<file path="src/design/dcache_defs.svh">
`ifndef DCACHE_DEFS_SVH
`define DCACHE_DEFS_SVH

// address split is tag | index | offset
`define DC_OFFSET_BITS 4     // 16-byte line
`define DC_INDEX_BITS  7
`define DC_TAG_BITS    21

`define DC_WAYS        2
`define DC_SETS        128   // one entry per index value

`define DC_LINE_BITS   128
`define DC_WORD_BITS   64    // cpu word and memory beat

`endif

</file>
<file path="src/design/dcache_pkg.sv">
`default_nettype none
`include "dcache_defs.svh"

package dcache_pkg;

    typedef logic [`DC_TAG_BITS+`DC_INDEX_BITS+`DC_OFFSET_BITS-1:0] addr_t;
    typedef logic [`DC_TAG_BITS-1:0]      tag_t;
    typedef logic [`DC_INDEX_BITS-1:0]    index_t;
    typedef logic [`DC_OFFSET_BITS-1:0]   offset_t;
    typedef logic [`DC_WORD_BITS-1:0]     word_t;
    typedef logic [`DC_WORD_BITS/8-1:0]   strb_t;   // one bit per byte
    typedef logic [`DC_LINE_BITS-1:0]     line_t;
    typedef logic [`DC_LINE_BITS-1:0]     line_mask_t;  // 1 = write this bit
    typedef logic [`DC_WAYS-1:0]          way_vec_t;

    typedef enum logic [2:0] {
        IDLE,
        MISS_REQ,
        MISS_WAIT,
        WRITEBACK,
        INSTALL
    } ctrl_state_t;

endpackage

`default_nettype wire

</file>
<file path="src/design/dcache_ctrl.sv">
`timescale 1ns/1ps
`default_nettype none
`include "dcache_defs.svh"

module dcache_ctrl (
    input  wire                         clock,
    input  wire                         reset,
    input  wire                         valid,
    input  wire                         op,
    input  wire dcache_pkg::addr_t      addr,
    input  wire dcache_pkg::strb_t      wstrb,
    input  wire dcache_pkg::word_t      wdata,
    input  wire                         rd_rdy,
    input  wire                         ret_valid,
    input  wire                         ret_last,
    input  wire dcache_pkg::word_t      ret_data,
    input  wire                         wr_rdy,
    input  wire dcache_pkg::way_vec_t   way_hit,
    input  wire dcache_pkg::way_vec_t   way_valid,
    input  wire dcache_pkg::way_vec_t   way_dirty,
    input  wire dcache_pkg::tag_t       way_tag [`DC_WAYS],
    input  wire dcache_pkg::line_t      way_line [`DC_WAYS],
    output logic                        addr_ok,
    output logic                        data_ok,
    output logic                        rd_req,
    output dcache_pkg::addr_t           rd_addr,
    output logic                        wr_req,
    output dcache_pkg::addr_t           wr_addr,
    output dcache_pkg::line_t           wr_data,
    output dcache_pkg::index_t          lookup_index,
    output dcache_pkg::tag_t            lookup_tag,
    output dcache_pkg::way_vec_t        way_we,
    output dcache_pkg::line_mask_t      wr_mask,
    output dcache_pkg::line_t           wr_line,
    output logic                        wr_dirty,
    output dcache_pkg::line_t           fill_line,
    output logic                        fill_sel,
    output logic                        word_hi
);
    import dcache_pkg::*;

    ctrl_state_t state;
    tag_t        in_tag;
    index_t      in_index;
    offset_t     in_offset;
    tag_t        buf_tag;
    index_t      buf_index;
    logic        buf_op;
    line_t       buf_line;
    line_mask_t  buf_mask;
    word_t       strb_bits;
    word_t       shifted_data;
    word_t       shifted_mask;
    line_t       store_line;
    line_mask_t  store_mask;
    line_t       fill_merge;
    logic        accept;
    way_vec_t    victim;
    way_vec_t    victim_next;
    logic        victim_dirty;

    // invalid way first, then clean way 0, clean way 1, else dirty way 0
    function automatic way_vec_t pick_victim(way_vec_t v, way_vec_t d);
        if (!v[0]) begin
            return 2'b01;
        end else if (!v[1]) begin
            return 2'b10;
        end else if (!d[0]) begin
            return 2'b01;
        end else if (!d[1]) begin
            return 2'b10;
        end
        return 2'b01;
    endfunction

    assign in_tag    = addr[`DC_OFFSET_BITS+`DC_INDEX_BITS +: `DC_TAG_BITS];
    assign in_index  = addr[`DC_OFFSET_BITS +: `DC_INDEX_BITS];
    assign in_offset = addr[`DC_OFFSET_BITS-1:0];

    assign addr_ok = (state == IDLE);
    assign accept  = valid && addr_ok;

    // incoming address while idle, buffered miss otherwise
    assign lookup_index = (state == IDLE) ? in_index : buf_index;
    assign lookup_tag   = (state == IDLE) ? in_tag : buf_tag;

    always_comb begin
        for (int b = 0; b < `DC_WORD_BITS/8; b++) begin
            strb_bits[8*b +: 8] = {8{wstrb[b]}};
        end
    end

    // byte shift inside the word, then pick the line half
    assign shifted_data = wdata << {in_offset[2:0], 3'b000};
    assign shifted_mask = strb_bits << {in_offset[2:0], 3'b000};
    assign store_line = in_offset[3] ? {shifted_data, {`DC_WORD_BITS{1'b0}}}
                                     : {{`DC_WORD_BITS{1'b0}}, shifted_data};
    assign store_mask = in_offset[3] ? {shifted_mask, {`DC_WORD_BITS{1'b0}}}
                                     : {{`DC_WORD_BITS{1'b0}}, shifted_mask};

    assign fill_merge   = (buf_line & buf_mask) | (fill_line & ~buf_mask);
    assign victim_next  = pick_victim(way_valid, way_dirty);
    assign victim_dirty = |(victim_next & way_valid & way_dirty);

    always_comb begin
        way_we   = '0;
        wr_mask  = store_mask;
        wr_line  = store_line;
        wr_dirty = 1'b1;
        if (state == INSTALL) begin
            way_we   = victim;
            wr_mask  = '1;
            wr_line  = fill_merge;
            wr_dirty = buf_op;   // a store miss installs dirty
        end else if (accept && op) begin
            way_we = way_hit;    // zero on a store miss
        end
    end

    always_ff @(posedge clock) begin
        if (reset) begin
            state    <= IDLE;
            rd_req   <= 1'b0;
            wr_req   <= 1'b0;
            data_ok  <= 1'b0;
            fill_sel <= 1'b0;
            victim   <= '0;
        end else begin
            data_ok  <= 1'b0;
            fill_sel <= 1'b0;
            case (state)
                IDLE: begin
                    if (accept) begin
                        if (|way_hit) begin
                            data_ok <= 1'b1;
                        end else begin
                            rd_req <= 1'b1;
                            state  <= MISS_REQ;
                        end
                    end
                end
                MISS_REQ: begin
                    if (rd_rdy) begin
                        rd_req <= 1'b0;
                        state  <= MISS_WAIT;
                    end
                end
                MISS_WAIT: begin
                    if (ret_valid && ret_last) begin
                        victim <= victim_next;
                        if (victim_dirty) begin
                            wr_req <= 1'b1;
                            state  <= WRITEBACK;
                        end else begin
                            state <= INSTALL;
                        end
                    end
                end
                WRITEBACK: begin
                    if (wr_rdy) begin
                        wr_req <= 1'b0;
                        state  <= INSTALL;
                    end
                end
                INSTALL: begin
                    data_ok  <= 1'b1;
                    fill_sel <= 1'b1;   // load word comes from the refilled line
                    state    <= IDLE;
                end
                default: begin
                    state <= IDLE;
                end
            endcase
        end
    end

    always_ff @(posedge clock) begin
        if (accept) begin
            buf_tag   <= in_tag;
            buf_index <= in_index;
            buf_op    <= op;
            buf_line  <= store_line;
            buf_mask  <= op ? store_mask : '0;
            word_hi   <= in_offset[3];
            rd_addr   <= {in_tag, in_index, {`DC_OFFSET_BITS{1'b0}}};
        end
        if (state == MISS_WAIT && ret_valid) begin
            if (ret_last) begin
                fill_line[`DC_LINE_BITS-1 -: `DC_WORD_BITS] <= ret_data;
            end else begin
                fill_line[`DC_WORD_BITS-1:0] <= ret_data;
            end
        end
        // victim line is already registered from the buffered index
        if (state == MISS_WAIT && ret_valid && ret_last && victim_dirty) begin
            for (int w = 0; w < `DC_WAYS; w++) begin
                if (victim_next[w]) begin
                    wr_data <= way_line[w];
                    wr_addr <= {way_tag[w], buf_index, {`DC_OFFSET_BITS{1'b0}}};
                end
            end
        end
    end

endmodule

`default_nettype wire

</file>
<file path="config.mk">
export PLATFORM = sky130hd
export DESIGN_NAME = dcache_ctrl
export DESIGN_NICKNAME = d
export VERILOG_FILES = /design/src/design/dcache_pkg.sv /design/src/design/dcache_ctrl.sv
export VERILOG_INCLUDE_DIRS = /design/src /design/src/design
export SDC_FILE = /design/constraint.sdc
export NUM_CORES = 1
export LEC_CHECK = 0
export BUFFER_PORTS_ARGS = -buffer_cell sky130_fd_sc_hd__buf_4
export CORE_AREA = 2 2 420 422
export CTS_BUF_LIST = sky130_fd_sc_hd__clkbuf_2 sky130_fd_sc_hd__clkbuf_4 sky130_fd_sc_hd__clkbuf_8
export CTS_CLUSTER_DIAMETER = 50
export DETAILED_ROUTE_END_ITERATION = 8
export DIE_AREA = 0 0 422 424
export PLACE_DENSITY = 0.31
export SLEW_MARGIN = 20
export SYNTH_ARGS = -nofsm -noshare
export SYNTH_HDL_FRONTEND = slang
export SYNTH_SLANG_ARGS = --single-unit
export TNS_END_PERCENT = 50
</file>
<file path="constraint.sdc">
create_clock -name clock -period 13.1 [get_ports clock]
set_input_delay 0.655 -clock clock [delete_from_list [all_inputs] [get_ports clock]]
set_output_delay 0.655 -clock clock [all_outputs]
set_load 0.02 [all_outputs]
</file>
==> impl.org, run 1 <==
** Run status
- Status :: completed

** Timing
- Final hold analysis gives a worst-case slack of ~0.14 ns.
- In the finished design, the share of the clock period the worst path needs comes to 0.3938.
- Transition time of the tightest slew-check pin :: ~1.1 ns
- In this run the tightest slew margin relative to its limit is 0.2726.
- Final count of negative-setup-slack endpoints :: 0
- Slack of the critical path :: between 7 and 8 ns
- Period minus WS final :: 5.158 ns
- Max frequency :: 193.9 MHz
- The max-slew violation total from the final report was 0.
- Setup repair after global routing left no endpoint under its margin.
- The count of endpoints failing hold in the final timing report is 0.
- Summed over all failing endpoints, the final setup total negative slack is 0 ns.
- Skew final :: just under 0.06 ns

** Finish
- Fraction of layout instances using a drive strength above 1 :: 0.4981
- The final layout contains 3534 nets.
- Fillers :: between 15000 and 20000
- After the flow finishes, the layout carries non-filler instances totaling 5495.
- Compared with the post-synthesis result, the final layout area differs by 67.12%.
- Multi-input gate area in the final layout :: between 7000 and 8000 µm²
- The library cell used most frequently in the layout, excluding fill and tap cells, is buf_4.
- Most used cells in the layout excluding fill and tap cells :: buf_4, edfxtp_1, dlygate4sd3_1, mux2_2, mux2i_1
- Sequential cell area :: ~14000 µm²

** Worst setup path
- The worst setup path is captured at an output pin.
- CP Max Fanout :: 81
- For the worst setup path, the data arrival time is roughly 4.5 ns.
- Critical path type :: flop to output pin
- Required time of the worst setup path :: between 10 and 15 ns
- The worst setup path is launched from a flop.

** Die
- Core Rows :: 154
- Floorplan die area :: approximately 180000 µm²
- Placeable core area :: roughly 170000 µm²
- Initial cell density of the core :: 0.1324
- Floorplan die width :: about 420 µm
- Pin placement for this block handled between 1000 and 1500 I/O pins.
- Vert. Die Dim :: around 420 µm

** Clocking
- Clock tree root driver cell :: clkbuf_8
- TritonCTS built the clock tree.
- Buffers inserted during clock tree synthesis total approximately 110.
- Clock-pin slew was measured on the worst setup and hold paths at 0.05 ns.
- Buffers added to address setup during post-CTS repair amount to 0.
- The H-tree was split into 3 levels.
- Post-CTS Resized :: 0
- The number of hold buffers added after CTS was between 300 and 400.
- The clock passes through at most 3 buffers.
- Clock latency on the worst-skew pair, taken at its later pin, is about 0.86 ns.
- The clock drives approximately 470 sinks.

** Synth
- Leading area contributor after synthesis :: edfxtp_1
- Cell Area, Synth :: between 20000 and 25000 µm²
- In this run the mean area of a mapped cell was ~14 µm².
- Number of flops mapped to enable cells by yosys :: ~460
- Dominant combinational cell family by area after synthesis :: multiplexers
- The compound-cell area share of the yosys netlist was 0.06280.
- Synthesis inferred between 400 and 500 register bits.
- Post-synth top flop :: edfxtp_1
- Fraction of synthesized cell area taken by the top area cell type :: 0.5936
- Post-Synth Simple-Gate Area :: 0.07776
- Share of cell area taken by muxes after synthesis :: 0.1901
- Sequential-to-total area share from yosys stat :: 0.6014
- Post-synthesis share of cell area spent on xor and xnor gates :: 0
- Async S/R FF share, synth :: 0
- The netlist uses 61 different library cells.
- Yosys printed 0 warnings.
- Of the total synthesized cell area, the portion taken by full adders, half adders and majority gates is 0.
- Post-synthesis instance total :: between 1500 and 2000
- In the post-synthesis netlist, the biggest area contributors are edfxtp_1, mux2_2, mux2i_1, buf_4, nor2_1.

** Placement
- DPL Wire Length :: 112200 µm
- Total placed cells including tap cells :: 4940
- Place WS :: a little under 9 ns
- Buffers on Ports :: roughly 1100
- Weighted congestion at the end of routability-driven global placement :: a little over 0.8

** Routing
- Number of detailed-routing iterations run before antenna repair :: 5
- In the final routed layout, each cell accounts on average for 25.60 µm.
- Via total after detailed routing :: a little under 20000
- Post-Route WL :: 140700 µm
- Number of antenna-violating nets in the routed design :: 0
- Dividing the detail-routed via count by the number of cells gives roughly 3.6.
- 1st-iter DRT viols :: between 800 and 900
- DRC violations left :: 0

** Power
- Leakage dissipation :: 15.55 nW
- Max VDD drop :: roughly 0.000067 V
- Total power per unit cell area :: 122.2 nW/µm²

** Global routing
- Entering global routing, the biggest net connects roughly 130 pins.
- Vias in the first global route :: 20910
- The initial antenna violation count was 30.
- Aggregate global-route resource usage :: 0.1509
- Grt total ovfl :: 0
- First-pass GRT wire length :: ~180000 µm

** Worst hold path
- Min-Delay Path Class :: input pin to flop

** Flow run
- Max-cap viol count :: 0
registers in the layout, summed over array words and instances (netlist names):
name,flops
wr_data,128
rd_addr,1
fill_sel,1
state,3
rd_req,1
word_hi,1
buf_index,6
buf_line,128
victim,2
buf_op,1
fill_line,128
wr_req,1
buf_mask,16
buf_tag,21
wr_addr,28
data_ok,1
synth_stat cells, drive strengths merged, types with 2 or more instances:
master	number
a2111oi	4
a211oi	19
a21o	6
a21oi	17
a22oi	2
a32o	2
and2	29
and3	2
buf	206
clkbuf	31
dfxtp	9
edfxtp	458
inv	6
mux2	209
mux2i	184
mux4	9
nand2	84
nand2b	14
nand3	53
nor2	159
nor2b	9
nor3	15
nor3b	3
nor4	7
o21ai	83
o22ai	48
o31a	8
o31ai	5
o32a	8
o41ai	6
or3	2
or3b	2
area by class of cell:
class                      instances  share of cell area
sequential                       467              0.3598
tap                             2340             0.07561
antenna                           19            0.001228
clock buffer                     133             0.04340
inverter                           7           0.0006786
multi-input combinational       1005              0.2002
timing repair buffer            1464              0.3063
clock inverter                    60             0.01270
report_power, final:
group	internal, W	leakage [nW]	switching (W)
registers	0.00180	4.36	0.000105
logic	0.000492	10.1	0.000574
clock network	0.000967	1.13	0.000792
worst paths after layout:
path                 startpoint  depth (start not counted)  slack (ns)      endpoint
setup reg to reg       state[0]                          5        9.60  buf_line[53]
setup / recovery       state[0]                          5        7.94   wr_mask[34]
hold reg to reg       victim[0]                          2        0.51     victim[0]
hold / removal    way_line[129]                          2        0.14    wr_data[1]
critical path: stages, from the launching register on:
cell and delay, ns:
dfxtp_1 0.63, or3_4 0.72, buf_4 0.65, buf_4 0.57, o21ai_0 0.55, buf_4 0.33
cells by family (layout without fill, tap and decap cells):
family	count (synthesis)	after routing
buffers and inverters	244	1664
flip-flops	467	467
multiplexers	402	402
other	1	27
AND/OR/NAND/NOR	383	383
AO/OA/AOI/OAI	212	212
layer usage:
layer  GRT usage  wire [µm]  up-vias
li1            -          -     9025
met1      0.1375      45250     9779
met2      0.3097      82230      811
met3     0.03627       7755      189
met4     0.06542       5391        6
met5           0         37        -
stage by stage:
| stage | instance area [µm²] | utilization | total power [W] |
|---|---|---|---|
| 6_report | 38720 | 0.2213 | 0.004733 |
| 3_3_place_gp | 33070 | 0.1890 | 0.002939 |
| 4_1_cts | 38670 | 0.2211 | 0.004855 |
| 5_1_grt | 38710 | 0.2213 | 0.004965 |
| 2_1_floorplan | 23200 | - | 0.002446 |
| 3_5_place_dp | 33070 | 0.1890 | 0.002933 |
Power figures use the tool's default switching activity.
==> run 2: changes to the inputs <==
- clock period: 13.1 -> 5.2 ns (I/O delays scaled with it)
==> run 2 against run 1 <==
Sequential share of layout area shrank 1.3 points. Final cell count grew 2.4%. Core utilization increased by 0.80 points. Combinational power rose to 2.6 times the previous value. Global-route usage about the same. Clock power up 150%. Die area stayed put. First-iteration DRC count rose by 7.9%. Via count increased by 2.3%. Critical endpoint is now wr_line[96]. Largest power group unchanged.
==> impl.org, run 2 (synthesis results as in run 1) <==
** Global routing
- Maximum number of pins on one net before global-route repair :: 106 (-16%)
- The global route total overflow came to 0 (unchanged).
- The number of global-route vias before repair was 21980 (+5.2%).
- Number of antenna violations at the first check in global routing :: 23 (-23%)
- Aggregate global-route resource usage :: 0.1504 (-0.0004926)
- The first-pass GRT wire length came to 184700 µm (+0.60%).

** Worst setup path
- The path depth of the worst reg2reg path is 6 (+1).
- The maximum net fanout on the critical path was 62 (-23%).
- In this run the critical register-to-register path is launched from state[0].
- Required time of the worst setup path :: 4.94 ns (-7.50 ns)
- Capture instance of the worst register-to-register path :: rd_req
- The most critical setup path has its startpoint at state[2].
- The worst setup slack for register-to-register paths came to 2.13 ns (-7.47 ns).
- The worst setup path is captured at an output pin.
- By startpoint and endpoint, the worst setup path is classified as flop to output pin.
- The data arrival time of the critical path was 3.60 ns (-0.90 ns).
- Worst setup SP type :: flop

** Die
- The die boundary height was 424 µm (unchanged).
- The die footprint came to 178900 µm² (unchanged).
- Initial cell density of the core :: 0.1324 (unchanged)
- The overall die width is 422 µm (unchanged).
- Top-level I/O count :: 1093 (unchanged)
- The cell row count was 154 (unchanged).
- The standard cell core area came to 175000 µm² (unchanged).

** Routing
- Via total after detailed routing :: 20270 (+2.3%)
- The mean routed wirelength per cell was 24.86 µm (-2.9%).
- The wire length reported by the detailed router is 139900 µm (-0.57%).
- 1st-iter DRT viols :: 915 (+7.9%)
- The via count normalized by instance count is 3.603 (about the same).
- The residual DRC count came to 0 (unchanged).
- The number of antenna-violating nets in the routed design is 0 (unchanged).
- The number of detailed-routing iterations run before antenna repair came to 5 (unchanged).

** Clocking
- Clock tree root driver cell :: clkbuf_8
- The post-cts gate resize count is 0 (unchanged).
- Number of buffers between clock root and the deepest sink :: 3 (unchanged)
- The insertion delay to the later sink of the worst-skew pair is 0.85 ns (about the same).
- The number of hold buffers added after CTS came to 474 (+38%).
- Sinks on the clock net :: 467 (unchanged)
- The number of post-CTS setup repair buffers came to 0 (unchanged).
- The number of buffers inserted during clock tree synthesis is 107 (-1.8%).
- CTS H-tree lvls :: 3 (unchanged)
- The clock transition at the registers of the reported paths is 0.06 ns (about the same).
- TritonCTS built the clock tree.

** Finish
- Sequential cell area :: 13930 µm² (unchanged)
- The library cell used most frequently in the layout, excluding fill and tap cells, is buf_4.
- The number of fill cells came to 18980 (-0.38%).
- Fraction of layout instances using a drive strength above 1 :: 0.4778 (-0.02029)
- Synth-to-layout area growth :: 73.17%
- The library cells used most frequently in the layout, excluding fill and tap cells, are buf_4, dlygate4sd3_1, edfxtp_1, mux2_2, mux2i_1.
- The largest registers in the layout are buf_line x128, fill_line x128, wr_data x128.
- Final-stage net count :: 3667 (+3.8%)
- The final standard cell count with taps included and fillers excluded came to 5626 (+2.4%).
- The post-layout utilization of the core was 0.2293 (+0.008002).
- Non-Filler Cell Area, Final :: 40120 µm² (+3.6%)
- Multi-input gate area in the final layout :: 7771 µm² (+0.23%)

** Worst hold path
- The path with the worst hold slack has its endpoint at buf_line[114].
- Min-Delay Path Class :: input pin to flop
- The count of cells along the worst hold path came to 5 (+3).
- The worst hold path begins at wdata[50].

** Timing
- Transition time of the tightest slew-check pin :: 1.179 ns (+0.09961 ns)
- The count of final setup violators is 0 (unchanged).
- Based on the critical path, the design can be clocked at up to roughly 260 MHz.
- Setup repair after global routing left no endpoint under its margin.
- The worst path in the final design needs a cycle of 3.864 ns, including I/O delays and setup.
- The worst-case headroom to the max-slew limit was 0.2109 (-0.06170).
- Part of the cycle the worst path needs :: 0.7431
- Skew final :: 0.04859 ns (-0.01108 ns)
- The count of endpoints failing hold in the final timing report is 0 (unchanged).
- Final Max Tran Viols :: 0 (unchanged)

** Run status
- The run finished with clean final reports.

** Placement
- The estimated wirelength of the detail-placed design was 109700 µm (-2.2%).
- The placed instance count came to 4944 (+0.081%).
- Weighted congestion at the end of routability-driven global placement :: 0.7908 (-4.1%)
- The placement-stage cell area was 33200 µm² (+0.41%).
- Buffers on Ports :: 1084 (unchanged)

** Flow run
- Max-cap viol count :: 0 (unchanged)

** Power
- Total power per unit cell area :: 298.2 nW/µm² (+140%)
- Leakage dissipation :: 16.10 nW (+3.6%)
- Max VDD drop :: 0.0001894 V (+180%)
[run 2: worst max path at each step]
| stage | endpoint | slack, ns | cells after the start |
|---|---|---|---|
| 5_1_grt | wr_line[96] | 1.09 | 5 |
| 2_1_floorplan | wr_addr[10] | -2.22 | 3 |
| 3_5_place_dp | wr_mask[42] | 2.06 | 6 |
| 4_1_cts | wr_line[36] | 1.13 | 5 |
| 6_report | wr_line[96] | 1.34 | 5 |
| 3_3_place_gp | wr_mask[24] | 1.88 | 6 |
[run 2: cell type report]
class | count | area share
flip-flops and latches | 467 | 0.3473
repair buffers | 1599 | 0.3312
multi-input cells | 1005 | 0.1937
well taps | 2340 | 0.07297
clock buffers | 140 | 0.04335
clock inverters | 47 | 0.009511
diodes | 21 | 0.001310
inverters | 7 | 0.0006549
[run 2: power breakdown]
group          internal [W]  switching (W)  total [W]
combinational       0.00134        0.00149    0.00283
clock               0.00238        0.00197    0.00435
sequential          0.00453       0.000244    0.00478
[run 2: critical path: stages (launching register included)]
cell,delay (ns)
dfxtp_1,0.49
nor3b_2,0.43
buf_4,0.66
nor2_1,0.44
a211oi_1,0.41
buf_4,0.22
[run 2: metal layers]
| layer | wire (µm) | vias up | global-route usage |
|---|---|---|---|
| li1 | - | 9303 | - |
| met1 | 46700 | 9963 | 0.1420 |
| met2 | 80730 | 833 | 0.3019 |
| met3 | 7649 | 169 | 0.03462 |
| met4 | 4776 | 0 | 0.06946 |
| met5 | 0 | - | 0 |
[run 2: through the flow]
stage | setup slack, ns | total power [W] | setup TNS (ns) | hold slack [ns]
finish | 1.336 | 0.01196 | 0 | 0.1248
global route | 1.089 | 0.01253 | 0 | 0.06733
CTS | 1.129 | 0.01226 | 0 | 0.001538
detailed placement | 2.059 | 0.007403 | 0 | 0.4477
global placement | 1.881 | 0.007422 | 0 | 0.4470
floorplan | -2.218 | 0.006133 | -345.96 | 0.3582
