`config.mk`:
```
export PLATFORM = sky130hd
export DESIGN_NAME = load_select
export DESIGN_NICKNAME = d
export VERILOG_FILES = /design/src/design/dcache_pkg.sv /design/src/design/load_select.sv
export VERILOG_INCLUDE_DIRS = /design/src /design/src/design
export SDC_FILE = /design/constraint.sdc
export NUM_CORES = 1
export LEC_CHECK = 0
export BUFFER_PORTS_ARGS = -buffer_cell sky130_fd_sc_hd__buf_2
export CELL_PAD_IN_SITES_DETAIL_PLACEMENT = 1
export CELL_PAD_IN_SITES_GLOBAL_PLACEMENT = 1
export CORE_AREA = 10 10 170 172
export DETAILED_ROUTE_END_ITERATION = 16
export DIE_AREA = 0 0 180 182
export PLACE_DENSITY_LB_ADDON = 0.08
export REMOVE_ABC_BUFFERS = 1
export SYNTH_ARGS = -nofsm -noshare
export SYNTH_HDL_FRONTEND = slang
export SYNTH_SLANG_ARGS = --single-unit
```
`constraint.sdc`:
```
create_clock -name clock -period 1.6 [get_ports clock]
set_input_delay 0.32 -clock clock [delete_from_list [all_inputs] [get_ports clock]]
set_output_delay 0.32 -clock clock [all_outputs]
set_load 0.01 [all_outputs]
```
`src/design/dcache_defs.svh`:
```
`ifndef DCACHE_DEFS_SVH
`define DCACHE_DEFS_SVH

// address split is tag | index | offset
`define DC_OFFSET_BITS 4     // 16-byte line
`define DC_INDEX_BITS  7
`define DC_TAG_BITS    21

`define DC_WAYS        2
`define DC_SETS        128   // one entry per index value

`define DC_LINE_BITS   128
`define DC_WORD_BITS   64    // cpu word and memory beat

`endif

```
`src/design/dcache_pkg.sv`:
```
`default_nettype none
`include "dcache_defs.svh"

package dcache_pkg;

    typedef logic [`DC_TAG_BITS+`DC_INDEX_BITS+`DC_OFFSET_BITS-1:0] addr_t;
    typedef logic [`DC_TAG_BITS-1:0]      tag_t;
    typedef logic [`DC_INDEX_BITS-1:0]    index_t;
    typedef logic [`DC_OFFSET_BITS-1:0]   offset_t;
    typedef logic [`DC_WORD_BITS-1:0]     word_t;
    typedef logic [`DC_WORD_BITS/8-1:0]   strb_t;   // one bit per byte
    typedef logic [`DC_LINE_BITS-1:0]     line_t;
    typedef logic [`DC_LINE_BITS-1:0]     line_mask_t;  // 1 = write this bit
    typedef logic [`DC_WAYS-1:0]          way_vec_t;

    typedef enum logic [2:0] {
        IDLE,
        MISS_REQ,
        MISS_WAIT,
        WRITEBACK,
        INSTALL
    } ctrl_state_t;

endpackage

`default_nettype wire

```
`src/design/load_select.sv`:
```
`timescale 1ns/1ps
`default_nettype none
`include "dcache_defs.svh"

module load_select (
    input  wire                       clock,
    input  wire                       reset,
    input  wire dcache_pkg::way_vec_t way_hit,
    input  wire dcache_pkg::line_t    way_line [`DC_WAYS],
    input  wire dcache_pkg::line_t    fill_line,
    input  wire                       fill_sel,
    input  wire                       word_hi,
    output dcache_pkg::word_t         data
);
    import dcache_pkg::*;

    way_vec_t hit_q;
    line_t    sel_line;

    // aligned with the registered rd_line of the ways
    always_ff @(posedge clock) begin
        if (reset) begin
            hit_q <= '0;
        end else begin
            hit_q <= way_hit;
        end
    end

    always_comb begin
        sel_line = '0;
        for (int w = 0; w < `DC_WAYS; w++) begin
            sel_line = sel_line | (way_line[w] & {`DC_LINE_BITS{hit_q[w]}});   // one-hot
        end
        if (fill_sel) begin
            sel_line = fill_line;
        end
    end

    assign data = word_hi ? sel_line[`DC_LINE_BITS-1 -: `DC_WORD_BITS]
                          : sel_line[`DC_WORD_BITS-1:0];

endmodule

`default_nettype wire

```
==> results of run 1 <==
[area by class of cell]
| type | count | area (um2) |
|---|---|---|
| sequential | 2 | 47.5 |
| antenna | 7 | 17.5 |
| tap | 335 | 419 |
| fill | 3078 | 18000 |
| timing repair buffer | 577 | 3920 |
| clock buffer | 3 | 75.1 |
| multi-input combinational | 262 | 3170 |
[cells by family after synthesis]
kind of cell / after synthesis
buffers and inverters: 55
AO/OA/AOI/OAI: 192
AND/OR/NAND/NOR: 69
multiplexers: 1
flip-flops: 2
[cell usage after synthesis (2+ instances only)]
| library cell | instances |
|---|---|
| nor2b_1 | 2 |
| clkbuf_1 | 10 |
| buf_6 | 13 |
| dfxtp_1 | 2 |
| o22ai_1 | 63 |
| nor3_1 | 62 |
| nand2b_1 | 2 |
| buf_2 | 30 |
| a221oi_2 | 60 |
| a221oi_1 | 68 |
[power breakdown]
group	internal, mW	total [mW]	switching [mW]	leakage, nW
clock	0.318	0.371	0.0538	0.0370
combinational	1.16	2.28	1.12	3.55
sequential	0.0518	0.0588	0.00697	0.0178
[how the worst min path moves through the flow]
stage / slack (ns) / startpoint / cells after the start / to
2_1_floorplan: 0.39 / reset / 1 / hit_q[0]$_SDFF_PP0_
3_3_place_gp: 0.49 / reset / 2 / hit_q[0]$_SDFF_PP0_
3_5_place_dp: 0.49 / reset / 2 / hit_q[1]$_SDFF_PP0_
4_1_cts: 0.26 / reset / 2 / hit_q[1]$_SDFF_PP0_
5_1_grt: 0.29 / reset / 2 / hit_q[1]$_SDFF_PP0_
6_report: 0.27 / reset / 2 / hit_q[1]$_SDFF_PP0_
[metal layers]
metal	routed length, um	up-vias	global-route usage [%]	share of wire (%)
li1	-	2566	-	-
met1	11400	2668	15.5	37
met2	16500	285	29.3	53
met3	2300	37	4.97	7.4
met4	781	4	4.53	2.5
met5	30	-	0	0.097
[what timing repair did]
| action | CTS | global route |
|---|---|---|
| buffers inserted | 1 | 23 |
| gates resized for setup | 45 | 115 |
| endpoints found under the hold margin | 0 | 0 |
| pin swaps | 14 | 81 |
| setup endpoints to repair | 64 | 64 |
| cloned | 3 | 13 |
==> results.md, run 1 <==
Synthesis:
- The flip-flop cell with the highest count after synthesis is dfxtp_1.
- Synthesis inferred 2 register bits.
- The xor/xnor share of the synthesized area is 0%.
- The mux cell area share after synthesis is 0.377%.
- The share of the synthesized area in the top cell type is 34.0%.
- The dominant combinational cell family by area after synthesis is compound AO/OA/AOI/OAI gates.
- The share of flip-flops with an asynchronous set or reset is 0%.
- The number of enable-type register cells in the synthesized netlist is 0.
- By area the synthesized netlist is led by a221oi_2 (34%), a221oi_1 (22%), o22ai_1 (15%).
- The distinct cell type count of the synthesized netlist is 17.
- The simple-gate share of the synthesized area is 13.4%.
- The adder and majority cell fraction of the synthesized area is 0%.
- Summing the areas of all compound-gate instances in the mapped netlist gives 71.6% of the synthesized area.
- The netlist area before placement is 0.00265 mm2.
- Of all cell types, the one taking the most synthesized area is a221oi_2.
- The post-synthesis sequential area ratio is approximately 1.5%.
- The Yosys step of the flow raised 0 warnings.
- Synthesis produced between 300 and 400 cells.
- The mean instance size in the synthesized netlist is 8.32 um2.

Layout:
- The most frequent standard cell in the layout excluding fill and tap cells is buf_2.
- Leaving out fill and tap cells, the most frequent cells in the layout are buf_2 (451), a221oi_2 (79), o22ai_1 (63).
- In the final design database the tool counted 1236 nets.
- For this run, the share of the core covered by cells in the final layout is 29.9%.
- The flip-flop count of the largest register, all copies and words added is 2.
- The fraction of final layout cells sized beyond drive strength 1 is 85.8%.
- The largest registers in the layout are hit_q (2).
- The finished layout holds 1186 standard cells, fillers aside.
- The register ranked first by flip-flop count is hit_q.
- Compared with the post-synthesis result, the final layout area differs by 188%.
- The finished cells cover 0.00765 mm2.

Timing:
- The max-slew headroom at the worst pin is 76.6%.
- The minimum period implied by the final worst setup slack is 1.86 ns.
- The final sum of negative setup slack is -11.62 ns.
- Setup repair after global routing could not meet its margin everywhere.
- Setup slack on the critical path of the routed design comes to -0.261 ns.
- Of the available clock period, the critical path in the final layout requires 116%.
- For this run, the top clock speed supported by timing is 537 MHz.
- At the pin with the least slew margin, the transition time is 0.351 ns.
- The total count of hold-check failures in the final report is 0.
- Setup violations remaining at the end of the flow were counted as 64.
- The tightest hold margin is 0.267 ns.
- The final max-slew violation count is 0.

Clock tree:
- The H-tree depth is 1.
- The clock transition at the registers of the reported paths is 0.03 ns.
- Clock tree synthesis selected as its root buffer the cell clkbuf_16.
- In this run, post-CTS hold repair placed 0 buffers.
- Clock tree synthesis inserted a total of 3 buffers.
- The largest buffer count on any clock path is 2.
- The CTS tree is yes.
- For this design, the sink count on the clock tree is 2.

Setup path:
- The critical path's slowest cell is dfxtp_4.
- The worst setup path is launched from a flip-flop.
- The number of cells on the critical path is 5.
- STA classifies the critical path endpoint as a primary output.
- Walking the worst path, the cells encountered are buf_12 -> buf_4 -> a221oi_1 -> nor3_2 -> buf_2.
- The data arrival time of the worst path is around 1.5 ns.
- The start-to-end type of the worst setup path is flip-flop to primary output.
- The critical path contains buffers and inverters numbering 3 combined.
- In this run the worst path has a maximum fanout of 16.
- The critical path endpoint is data[30].
- Data on the critical path is required at its endpoint by ~1.3 ns.
- The cell family contributing the most delay on the critical path is buffers and inverters.
- The most critical setup path has its startpoint at hit_q[0]$_SDFF_PP0_.
- In this design, the stage delay of the slowest critical-path cell is 0.37 ns.

Run status:
- The run finished, with violations left.
- The checks that failed: setup timing.

Drt:
- For this run, design rule violations remaining after detail routing come to 0.
- The detailed-routing iteration count for the pre-antenna-repair pass is 4.
- The wire length reported by the detailed router is 31.0 mm.
- The number of nets still failing antenna checks after routing is 0.
- The per-cell routed wire length is ~26 um.
- The starting DRC count in detailed routing is 158.
- The detail-routed via count per cell is 4.69.
- The routed layout has 5560 vias.

GRT:
- The aggregate global routing overflow is 0.
- The number of antenna violations at the first check in global routing came to 10.
- The maximum number of pins on one net before global-route repair is 33.
- The via count of the first global-routing pass is 6128.
- The first global-routing pass estimated around 39 mm of wire.
- In the global route stage, overall resource usage came out at 15.3%.

Die:
- Pin placement for this block handled 454 I/O pins.
- The site row count is 59.
- The die area is ~0.033 mm2.
- The region available for standard cell placement spans 0.0256 mm2.
- The initial cell density of the core is 10.4%.
- The floorplan step set the die width to 180 um.
- The die is 182 um tall.

Placement:
- The count of buffers added on input and output ports is 453.
- The area of placed instances is 0.00593 mm2.
- Once detailed placement completed, the half-perimeter wirelength came to 23.3 mm.
- The global placer's final weighted congestion is 0.884.
- Before CTS, the worst setup slack after placement is -0.368 ns.
- The count of placed standard cells including taps is 1137.

Flow run:
- Max-cap violations in this run came to 0.

Power and ir drop:
- The leakage power is 3.61 nW.
- The total design power is 2.71 mW.
- The worst supply voltage drop on vdd is about 0.3 mV.
- Dividing total power by cell area gives a power density of roughly 350 mW/mm2.

Worst hold path:
- The worst hold-check path type is input pin to flip-flop.
Note: power is estimated with default switching activity, not from simulation.
==> inputs of run 2 (changes only) <==
--- a/config.mk
+++ b/config.mk
@@ -6,6 +6,7 @@
 export SDC_FILE = /design/constraint.sdc
 export NUM_CORES = 1
 export LEC_CHECK = 0
+export ABC_AREA = 1
 export BUFFER_PORTS_ARGS = -buffer_cell sky130_fd_sc_hd__buf_2
 export CELL_PAD_IN_SITES_DETAIL_PLACEMENT = 1
 export CELL_PAD_IN_SITES_GLOBAL_PLACEMENT = 1
@@ -14,6 +15,7 @@
 export DIE_AREA = 0 0 180 182
 export PLACE_DENSITY_LB_ADDON = 0.08
 export REMOVE_ABC_BUFFERS = 1
+export SETUP_SLACK_MARGIN = 0.05
 export SYNTH_ARGS = -nofsm -noshare
 export SYNTH_HDL_FRONTEND = slang
 export SYNTH_SLANG_ARGS = --single-unit
==> constraint.sdc (replaced) <==
create_clock -name clock -period 1.6 [get_ports clock]
set_input_delay 0.08 -clock clock [delete_from_list [all_inputs] [get_ports clock]]
set_output_delay 0.08 -clock clock [all_outputs]
set_load 0.01 [all_outputs]
==> run 2 against run 1 <==
  * The flow now finishes without violations
  * Combinational power shrank 24%
  * Sequential power grew 9.0%
  * Hold slack lost 0.24 ns
  * Final cell count grew 40%
  * Via count grew 26%
  * Critical path type unchanged
  * Critical endpoint is now data[24]
  * Largest cell class is now multi-input combinational cells
  * Highest routed layer unchanged
==> results.md, run 2 <==
Run status:
- The flow ran to the end, and the final reports show no timing, DRC or antenna violations.

Synthesis:
- The mean instance size in the synthesized netlist came to 4.18 um2 (-50%).
- The share of the synthesized area in the top cell type is 44.2% (+10 points).
- nand2_1 is the most common cell in the netlist.
- The flip-flop cell with the highest count after synthesis is dfxtp_1.
- The post-synthesis register bit count is 2 (unchanged).
- Yosys attributes the largest share of cell area to nand2_1 (44%), nand3_1 (17%), nor2_1 (13%).
- The number of instances in the synthesized netlist is 909 (+180%).
- The number of enable-type register cells in the synthesized netlist is 0 (unchanged).
- The biggest area contributor in the post-synthesis netlist is nand2_1.
- The share of flip-flops with an asynchronous set or reset is 0% (unchanged).
- The post-synthesis sequential area ratio is 1.05% (-0.46 points).
- Sorting the synthesized cells by how often they occur yields nand2_1 (448), nor2_1 (130), nand3_1 (128).
- The netlist area before placement was 0.00380 mm2 (+43%).
- The distinct cell type count of the synthesized netlist is 12 (-5).
- The number of warnings printed during yosys synthesis is 0 (unchanged).

Layout:
- In the layout the commonest cells are buf_2 (453), nand2_1 (448), nor2_1 (130).
- The fraction of final layout cells sized beyond drive strength 1 is 36.6% (-49 points).
- The largest registers in the layout are hit_q (2).
- The total number of nets in the final design was 1711 (+38%).
- The flip-flop count of the largest register, all copies and words added is 2 (unchanged).
- Leaving out fill and tap cells, the most frequent cell in the layout is buf_2.
- The count of filler cells inserted in the layout came to 3671 (+19%).
- The register ranked first by flip-flop count is hit_q.
- From synthesis to final layout, the design area changed by 72.9%.

Placement:
- The total half-perimeter wirelength after legalization and detailed placement is 24.6 mm (+5.2%).
- The count of buffers from port buffering is 453 (unchanged).
- The global placer's final weighted congestion is 0.855 (-3.3%).
- The worst-case setup slack after placement is 0.245 ns (+0.613 ns).

GRT:
- The aggregate global routing overflow was 0 (unchanged).
- The via count of the first global-routing pass is 7470 (+22%).
- The first-pass GRT wire length is 44.6 mm (+13%).
- The maximum number of pins on one net before global-route repair was 57 (+73%).
- The number of antenna violations at the first check in global routing is 15 (+5).
- The combined global-route utilization of all metal layers came to 17.1% (+1.8 points).

Die:
- The top-level I/O count is 454 (unchanged).
- The initial cell density of the core came to 14.8% (+4.5 points).
- The die area is 0.0328 mm2 (unchanged).
- The core outline area came to 0.0256 mm2 (unchanged).
- The overall die height is 182 um (unchanged).
- The horizontal die dimension was 180 um (unchanged).
- The site row count is 59 (unchanged).

Timing:
- Setup repair after global routing could not meet its margin everywhere.
- The final sum of negative setup slack is 0 ns (+11.62 ns).
- The final cycle utilization of the critical path is 90.9% (-25 points).
- The total count of hold-check failures in the final report is 0 (unchanged).
- The final worst-path setup slack was 0.146 ns (+0.406 ns).
- The tightest hold margin came to 0.0277 ns (-0.239 ns).
- The count of endpoints failing setup in the final report was 0 (-100%).
- The minimum period implied by the final worst setup slack is 1.45 ns (-0.406 ns).
- The transition time of the tightest slew-check pin was 0.462 ns (+0.110 ns).
- The final max-slew violation count came to 0 (unchanged).
- The maximum clock rate was 688 MHz (+28%).
- The max-slew headroom at the worst pin was 69.2% (-7.4 points).

Setup path:
- The start-to-end type of the worst setup path is flip-flop to primary output.
- The required time of the critical path came to 1.52 ns (+0.24 ns).
- The largest fanout on the critical path was 20 (+4).
- The beginning of the critical path is hit_q[1]$_SDFF_PP0_.
- The critical path endpoint is data[24].
- The data arrival time of the worst path came to 1.37 ns (-0.17 ns).
- The element type at the critical path end is a primary output.
- The critical path startpoint category is a flip-flop.

Clock tree:
- The H-tree depth came to 1 (unchanged).
- The clock transition at the registers of the reported paths was 0.03 ns (about the same).
- The number of buffers inserted by hold repair at cts is 0 (unchanged).
- The CTS buffer count is 3 (unchanged).
- The largest buffer count on any clock path is 2 (unchanged).
- The cell sitting at the root of the clock tree is a clkbuf_16.
- The number of sinks handled by clock tree synthesis is 2 (unchanged).
- The CTS tree is yes.

Drt:
- The number of nets still failing antenna checks after routing was 0 (unchanged).
- The detail-routed via count per cell was 4.22 (-9.9%).
- The wire length reported by the detailed router is 30.6 mm (-1.3%).
- The starting DRC count in detailed routing was 225 (+42%).
- The remaining routing DRC violations is 0 (unchanged).
- The detailed-routing iteration count for the pre-antenna-repair pass is 4 (unchanged).
- The per-cell routed wire length is 18.4 um (-30%).
- The total via count after detailed routing came to 7018 (+26%).

Flow run:
- The number of max-cap violations came to 0 (unchanged).

Worst hold path:
- The tightest min-delay check is of the input pin to flip-flop type.
- The worst min-delay path startpoint is reset.

Power and ir drop:
- The total design power came to 2.18 mW (-20%).
- The power per cell area is 332 mW/mm2 (-6.5%).
- The leakage power is 3.97 nW (+9.9%).
- The worst supply voltage drop on vdd is 0.270 mV (-10%).
[run 2: changes by cell type in the layout (fill, tap and decap cells not counted), moves of 64 or more]
cell | previous run | this run
nand3_1 | 0 | 128
inv_1 | 0 | 66
nor2_1 | 0 | 130
a221oi_2 | 79 | 0
nand2_1 | 0 | 448
a21oi_1 | 0 | 64
[run 2: worst min path at each step]
| stage | end | slack (ns) | cells after the start |
|---|---|---|---|
| after floorplan | hit_q[0]$_SDFF_PP0_ | 0.15 | 1 |
| after global placement | hit_q[0]$_SDFF_PP0_ | 0.25 | 2 |
| after CTS | hit_q[0]$_SDFF_PP0_ | 0.03 | 2 |
| after detailed placement | hit_q[1]$_SDFF_PP0_ | 0.25 | 2 |
| final | hit_q[0]$_SDFF_PP0_ | 0.03 | 2 |
| after global routing | hit_q[0]$_SDFF_PP0_ | 0.05 | 2 |
[run 2: logic make-up after synthesis]
logic type	synth area share [%]
simple gates	73.9
compound gates	8.42
buf+inv	16.6
flops	1.05
[run 2: critical path, cell delays in order (launching register included)]
cell and delay [ns]:
dfxtp_4 0.46, buf_6 0.22, nand2_1 0.07, nand3_1 0.07, nand2_1 0.06, nand2_1 0.12
buf_2 0.16
[run 2: where the power goes]
group | internal (mW) | total (mW) | leakage, nW | switching, mW
registers | 0.0519 | 0.0641 | 0.0178 | 0.0122
clock network | 0.318 | 0.375 | 0.0370 | 0.0566
logic | 0.800 | 1.74 | 3.91 | 0.943
[run 2: per-stage QoR]
| stage | instances | area, um2 | util (%) |
|---|---|---|---|
| floorplan | 840 | 3430 | - |
| global placement | 1647 | 6380 | 24.9 |
| detailed placement | 1647 | 6380 | 24.9 |
| CTS | 1651 | 6480 | 25.3 |
| global route | 1660 | 6570 | 25.6 |
| finish | 1662 | 6580 | 25.7 |
[run 2: final cells by class]
| class | count | area (um2) | share of cell area (%) |
|---|---|---|---|
| timing repair buffer | 476 | 2620 | 39.9 |
| clock buffer | 3 | 75.1 | 1.14 |
| inverter | 68 | 260 | 3.96 |
| sequential | 2 | 47.5 | 0.723 |
| tap | 335 | 419 | 6.37 |
| multi-input combinational | 770 | 3130 | 47.6 |
| antenna | 8 | 20.0 | 0.304 |
[run 2: metal layers]
layer / vias up / global-route usage [%] / part of all wire [%]
li1: 3615 / - / -
met1: 3100 / 18.2 / 39
met2: 265 / 32.5 / 52
met3: 24 / 5.53 / 8.0
met4: 14 / 2.51 / 0.85
met5: - / 0 / 0.28
[run 2: what timing repair did]
item,in CTS,in global routing
gates cloned,0,2
endpoints found under the setup margin,22,45
resized for setup,1,3
buffers inserted,1,1
==> inputs of run 3 (changes only) <==
==> constraint.sdc (replaced) <==
create_clock -name clock -period 1.6 [get_ports clock]
set_input_delay 0.32 -clock clock [delete_from_list [all_inputs] [get_ports clock]]
set_output_delay 0.32 -clock clock [all_outputs]
set_load 0.01 [all_outputs]
==> run 3 against run 2 <==
  * The flow now finishes with violations (setup timing)
  * Count of clock-buffer cells in the layout unchanged
  * Sequential power shrank 9.4%
  * Sequential cell count did not move
  * Die area stayed put
  * Power rose by 20%
  * Fmax is 13% lower
  * Via count rose by 3.8%
  * Routed wire length up 8.8%
  * Global-route usage rose by 0.70 points
  * Cell area is 18% higher
  * Critical path depth rose by 2
  * Hold slack better by 0.24 ns
  * Critical endpoint is now data[22]
  * Largest cell class is now non-clock buffers
==> results.md, run 3 (same netlist as run 2, synthesis figures left out) <==
Clock tree:
- The number of buffers inserted by hold repair at cts is 0 (unchanged).
- The CTS tree is yes.
- The H-tree depth is 1 (unchanged).
- The number of sinks handled by clock tree synthesis was 2 (unchanged).
- The largest buffer count on any clock path was 2 (unchanged).
- The clock transition at the registers of the reported paths is 0.03 ns (about the same).
- The CTS buffer count is 3 (unchanged).
- Clock tree synthesis selected as its root buffer the cell clkbuf_16.

Layout:
- Counting flops per register, the top entry is hit_q.
- The flip-flop count of the largest register, all copies and words added came to 2 (unchanged).
- The final standard cell count with taps included and fillers excluded is 1711 (+2.9%).
- The largest registers in the layout are hit_q (2).
- The top cell types in the final layout, fill and taps aside, are buf_2 (422), nand2_1 (411), nor2_1 (130).
- The fraction of final layout cells sized beyond drive strength 1 came to 43.5% (+6.9 points).
- The layout-stage area growth over the synthesis result is 105%.
- The count of filler cells inserted in the layout was 3579 (-2.5%).
- The total number of nets in the final design was 1761 (+2.9%).
- The utilization after layout came to 30.4% (+4.7 points).
- Leaving out fill and tap cells, the most frequent cell in the layout is buf_2.

GRT:
- The aggregate global routing overflow is 0 (unchanged).
- The number of antenna violations at the first check in global routing came to 10 (-5).
- The via count of the first global-routing pass is 7642 (+2.3%).
- The first-pass GRT wire length was 46.3 mm (+3.6%).
- The maximum number of pins on one net before global-route repair is 47 (-18%).
- The combined global-route utilization of all metal layers came to 17.8% (+0.70 points).

Die:
- The horizontal die dimension is 180 um (unchanged).
- The overall die height is 182 um (unchanged).
- The site row count is 59 (unchanged).
- The top-level I/O count is 454 (unchanged).
- The core outline area is 0.0256 mm2 (unchanged).
- The die area is 0.0328 mm2 (unchanged).
- The initial cell density of the core was 14.8% (unchanged).

Setup path:
- By startpoint and endpoint, the worst setup path is classified as flip-flop to primary output.
- On the critical path the largest part of the delay comes from buffers and inverters.
- The delay of the slowest cell on the worst path is 0.36 ns (-0.10 ns).
- The critical path's slowest cell is dfxtp_4.
- The critical path startpoint category is a flip-flop.
- The signal on the critical path passes through buf_12 -> buf_12 -> buf_16 -> nand2_2 -> nand3_2 -> nand2_1 -> nand2_1 -> buf_6.
- The required time of the critical path is 1.28 ns (-0.24 ns).
- The largest fanout on the critical path is 9 (-55%).
- The data arrival time of the worst path is 1.35 ns (-0.02 ns).
- The number of buffer and inverter stages on the critical path is 4 (+2).
- The element type at the critical path end is a primary output.

Timing:
- The max-slew headroom at the worst pin is 77.2% (+8.0 points).
- The count of endpoints failing setup in the final report is 56 (+56).
- Setup repair after global routing could not meet its margin everywhere.
- The minimum period implied by the final worst setup slack is 1.67 ns (+0.219 ns).
- The final cycle utilization of the critical path came to 105% (+14 points).
- The final max-slew violation count is 0 (unchanged).
- The final worst-path setup slack is -0.0734 ns (-0.219 ns).
- The maximum clock rate is 598 MHz (-13%).
- The total count of hold-check failures in the final report was 0 (unchanged).
- The transition time of the tightest slew-check pin is 0.341 ns (-0.120 ns).
- The tightest hold margin was 0.266 ns (+0.238 ns).

Drt:
- The wire length reported by the detailed router is 33.2 mm (+8.8%).
- The remaining routing DRC violations is 0 (unchanged).
- The detailed-routing iteration count for the pre-antenna-repair pass came to 4 (unchanged).
- The per-cell routed wire length was 19.4 um (+5.7%).
- The starting DRC count in detailed routing is 235 (+4.4%).
- The detail-routed via count per cell is 4.26 (+0.79%).
- The total via count after detailed routing was 7282 (+3.8%).
- The number of nets still failing antenna checks after routing was 0 (unchanged).

Flow run:
- The number of max-cap violations is 0 (unchanged).

Run status:
- The final reports fail on setup timing.
- The flow ran to the end, but the final reports show violations.

Worst hold path:
- The worst hold-check path type is input pin to flip-flop.

Power and ir drop:
- The power per cell area is 335 mW/mm2 (+0.93%).
- The total design power is 2.61 mW (+20%).
- The worst supply voltage drop on vdd is 0.235 mV (-13%).
- The leakage power was 4.52 nW (+14%).

Placement:
- The total half-perimeter wirelength after legalization and detailed placement was 25.5 mm (+3.6%).
- The count of placed standard cells including taps is 1672 (+1.5%).
- The global placer's final weighted congestion is 0.841 (-1.7%).
- The count of buffers from port buffering is 453 (unchanged).
- The worst-case setup slack after placement is -0.0641 ns (-0.309 ns).
-- run 3: cell type report --
| cell class | instances | area [um2] | area share [%] |
|---|---|---|---|
| repair inverters | 1 | 6.26 | 0.0804 |
| flip-flops and latches | 2 | 47.5 | 0.611 |
| multi-input cells | 770 | 3360 | 43.2 |
| inverters | 68 | 263 | 3.38 |
| clock buffers | 3 | 75.1 | 0.964 |
| well taps | 335 | 419 | 5.38 |
| repair buffers | 525 | 3600 | 46.2 |
| diodes | 7 | 17.5 | 0.225 |
-- run 3: path summary, 6_finish.rpt --
kind                start             endpoint  depth (start not counted)
min                 reset  hit_q[1]$_SDFF_PP0_                          2
max   hit_q[1]$_SDFF_PP0_             data[22]                          8
-- run 3: metal layers --
metal	GRT usage, %	vias to the layer above	part of all wire [%]
met5	0	-	0.18
met4	2.68	10	0.88
met3	5.15	20	6.9
met2	33.5	267	52
met1	19.6	3261	40
li1	-	3724	-
-- run 3: through the flow --
step / instance area (um2) / setup TNS, ns
floorplan: 3430 / -88.75
global placement: 6630 / -0.239
detailed placement: 6630 / -1.11
CTS: 7240 / -2.35
global route: 7780 / -7.04
finish: 7780 / -2.02
-- run 3: where the power goes --
part	internal, mW	switching, mW	leakage (nW)
clock	0.317	0.0518	0.0370
combinational	1.09	1.09	4.46
sequential	0.0518	0.00624	0.0178
-- run 3: repair_timing --
item	CTS	global route
gates resized for setup	72	62
endpoints found under the setup margin	64	64
setup buffers	7	5
pin swaps	14	0
cloned	7	10
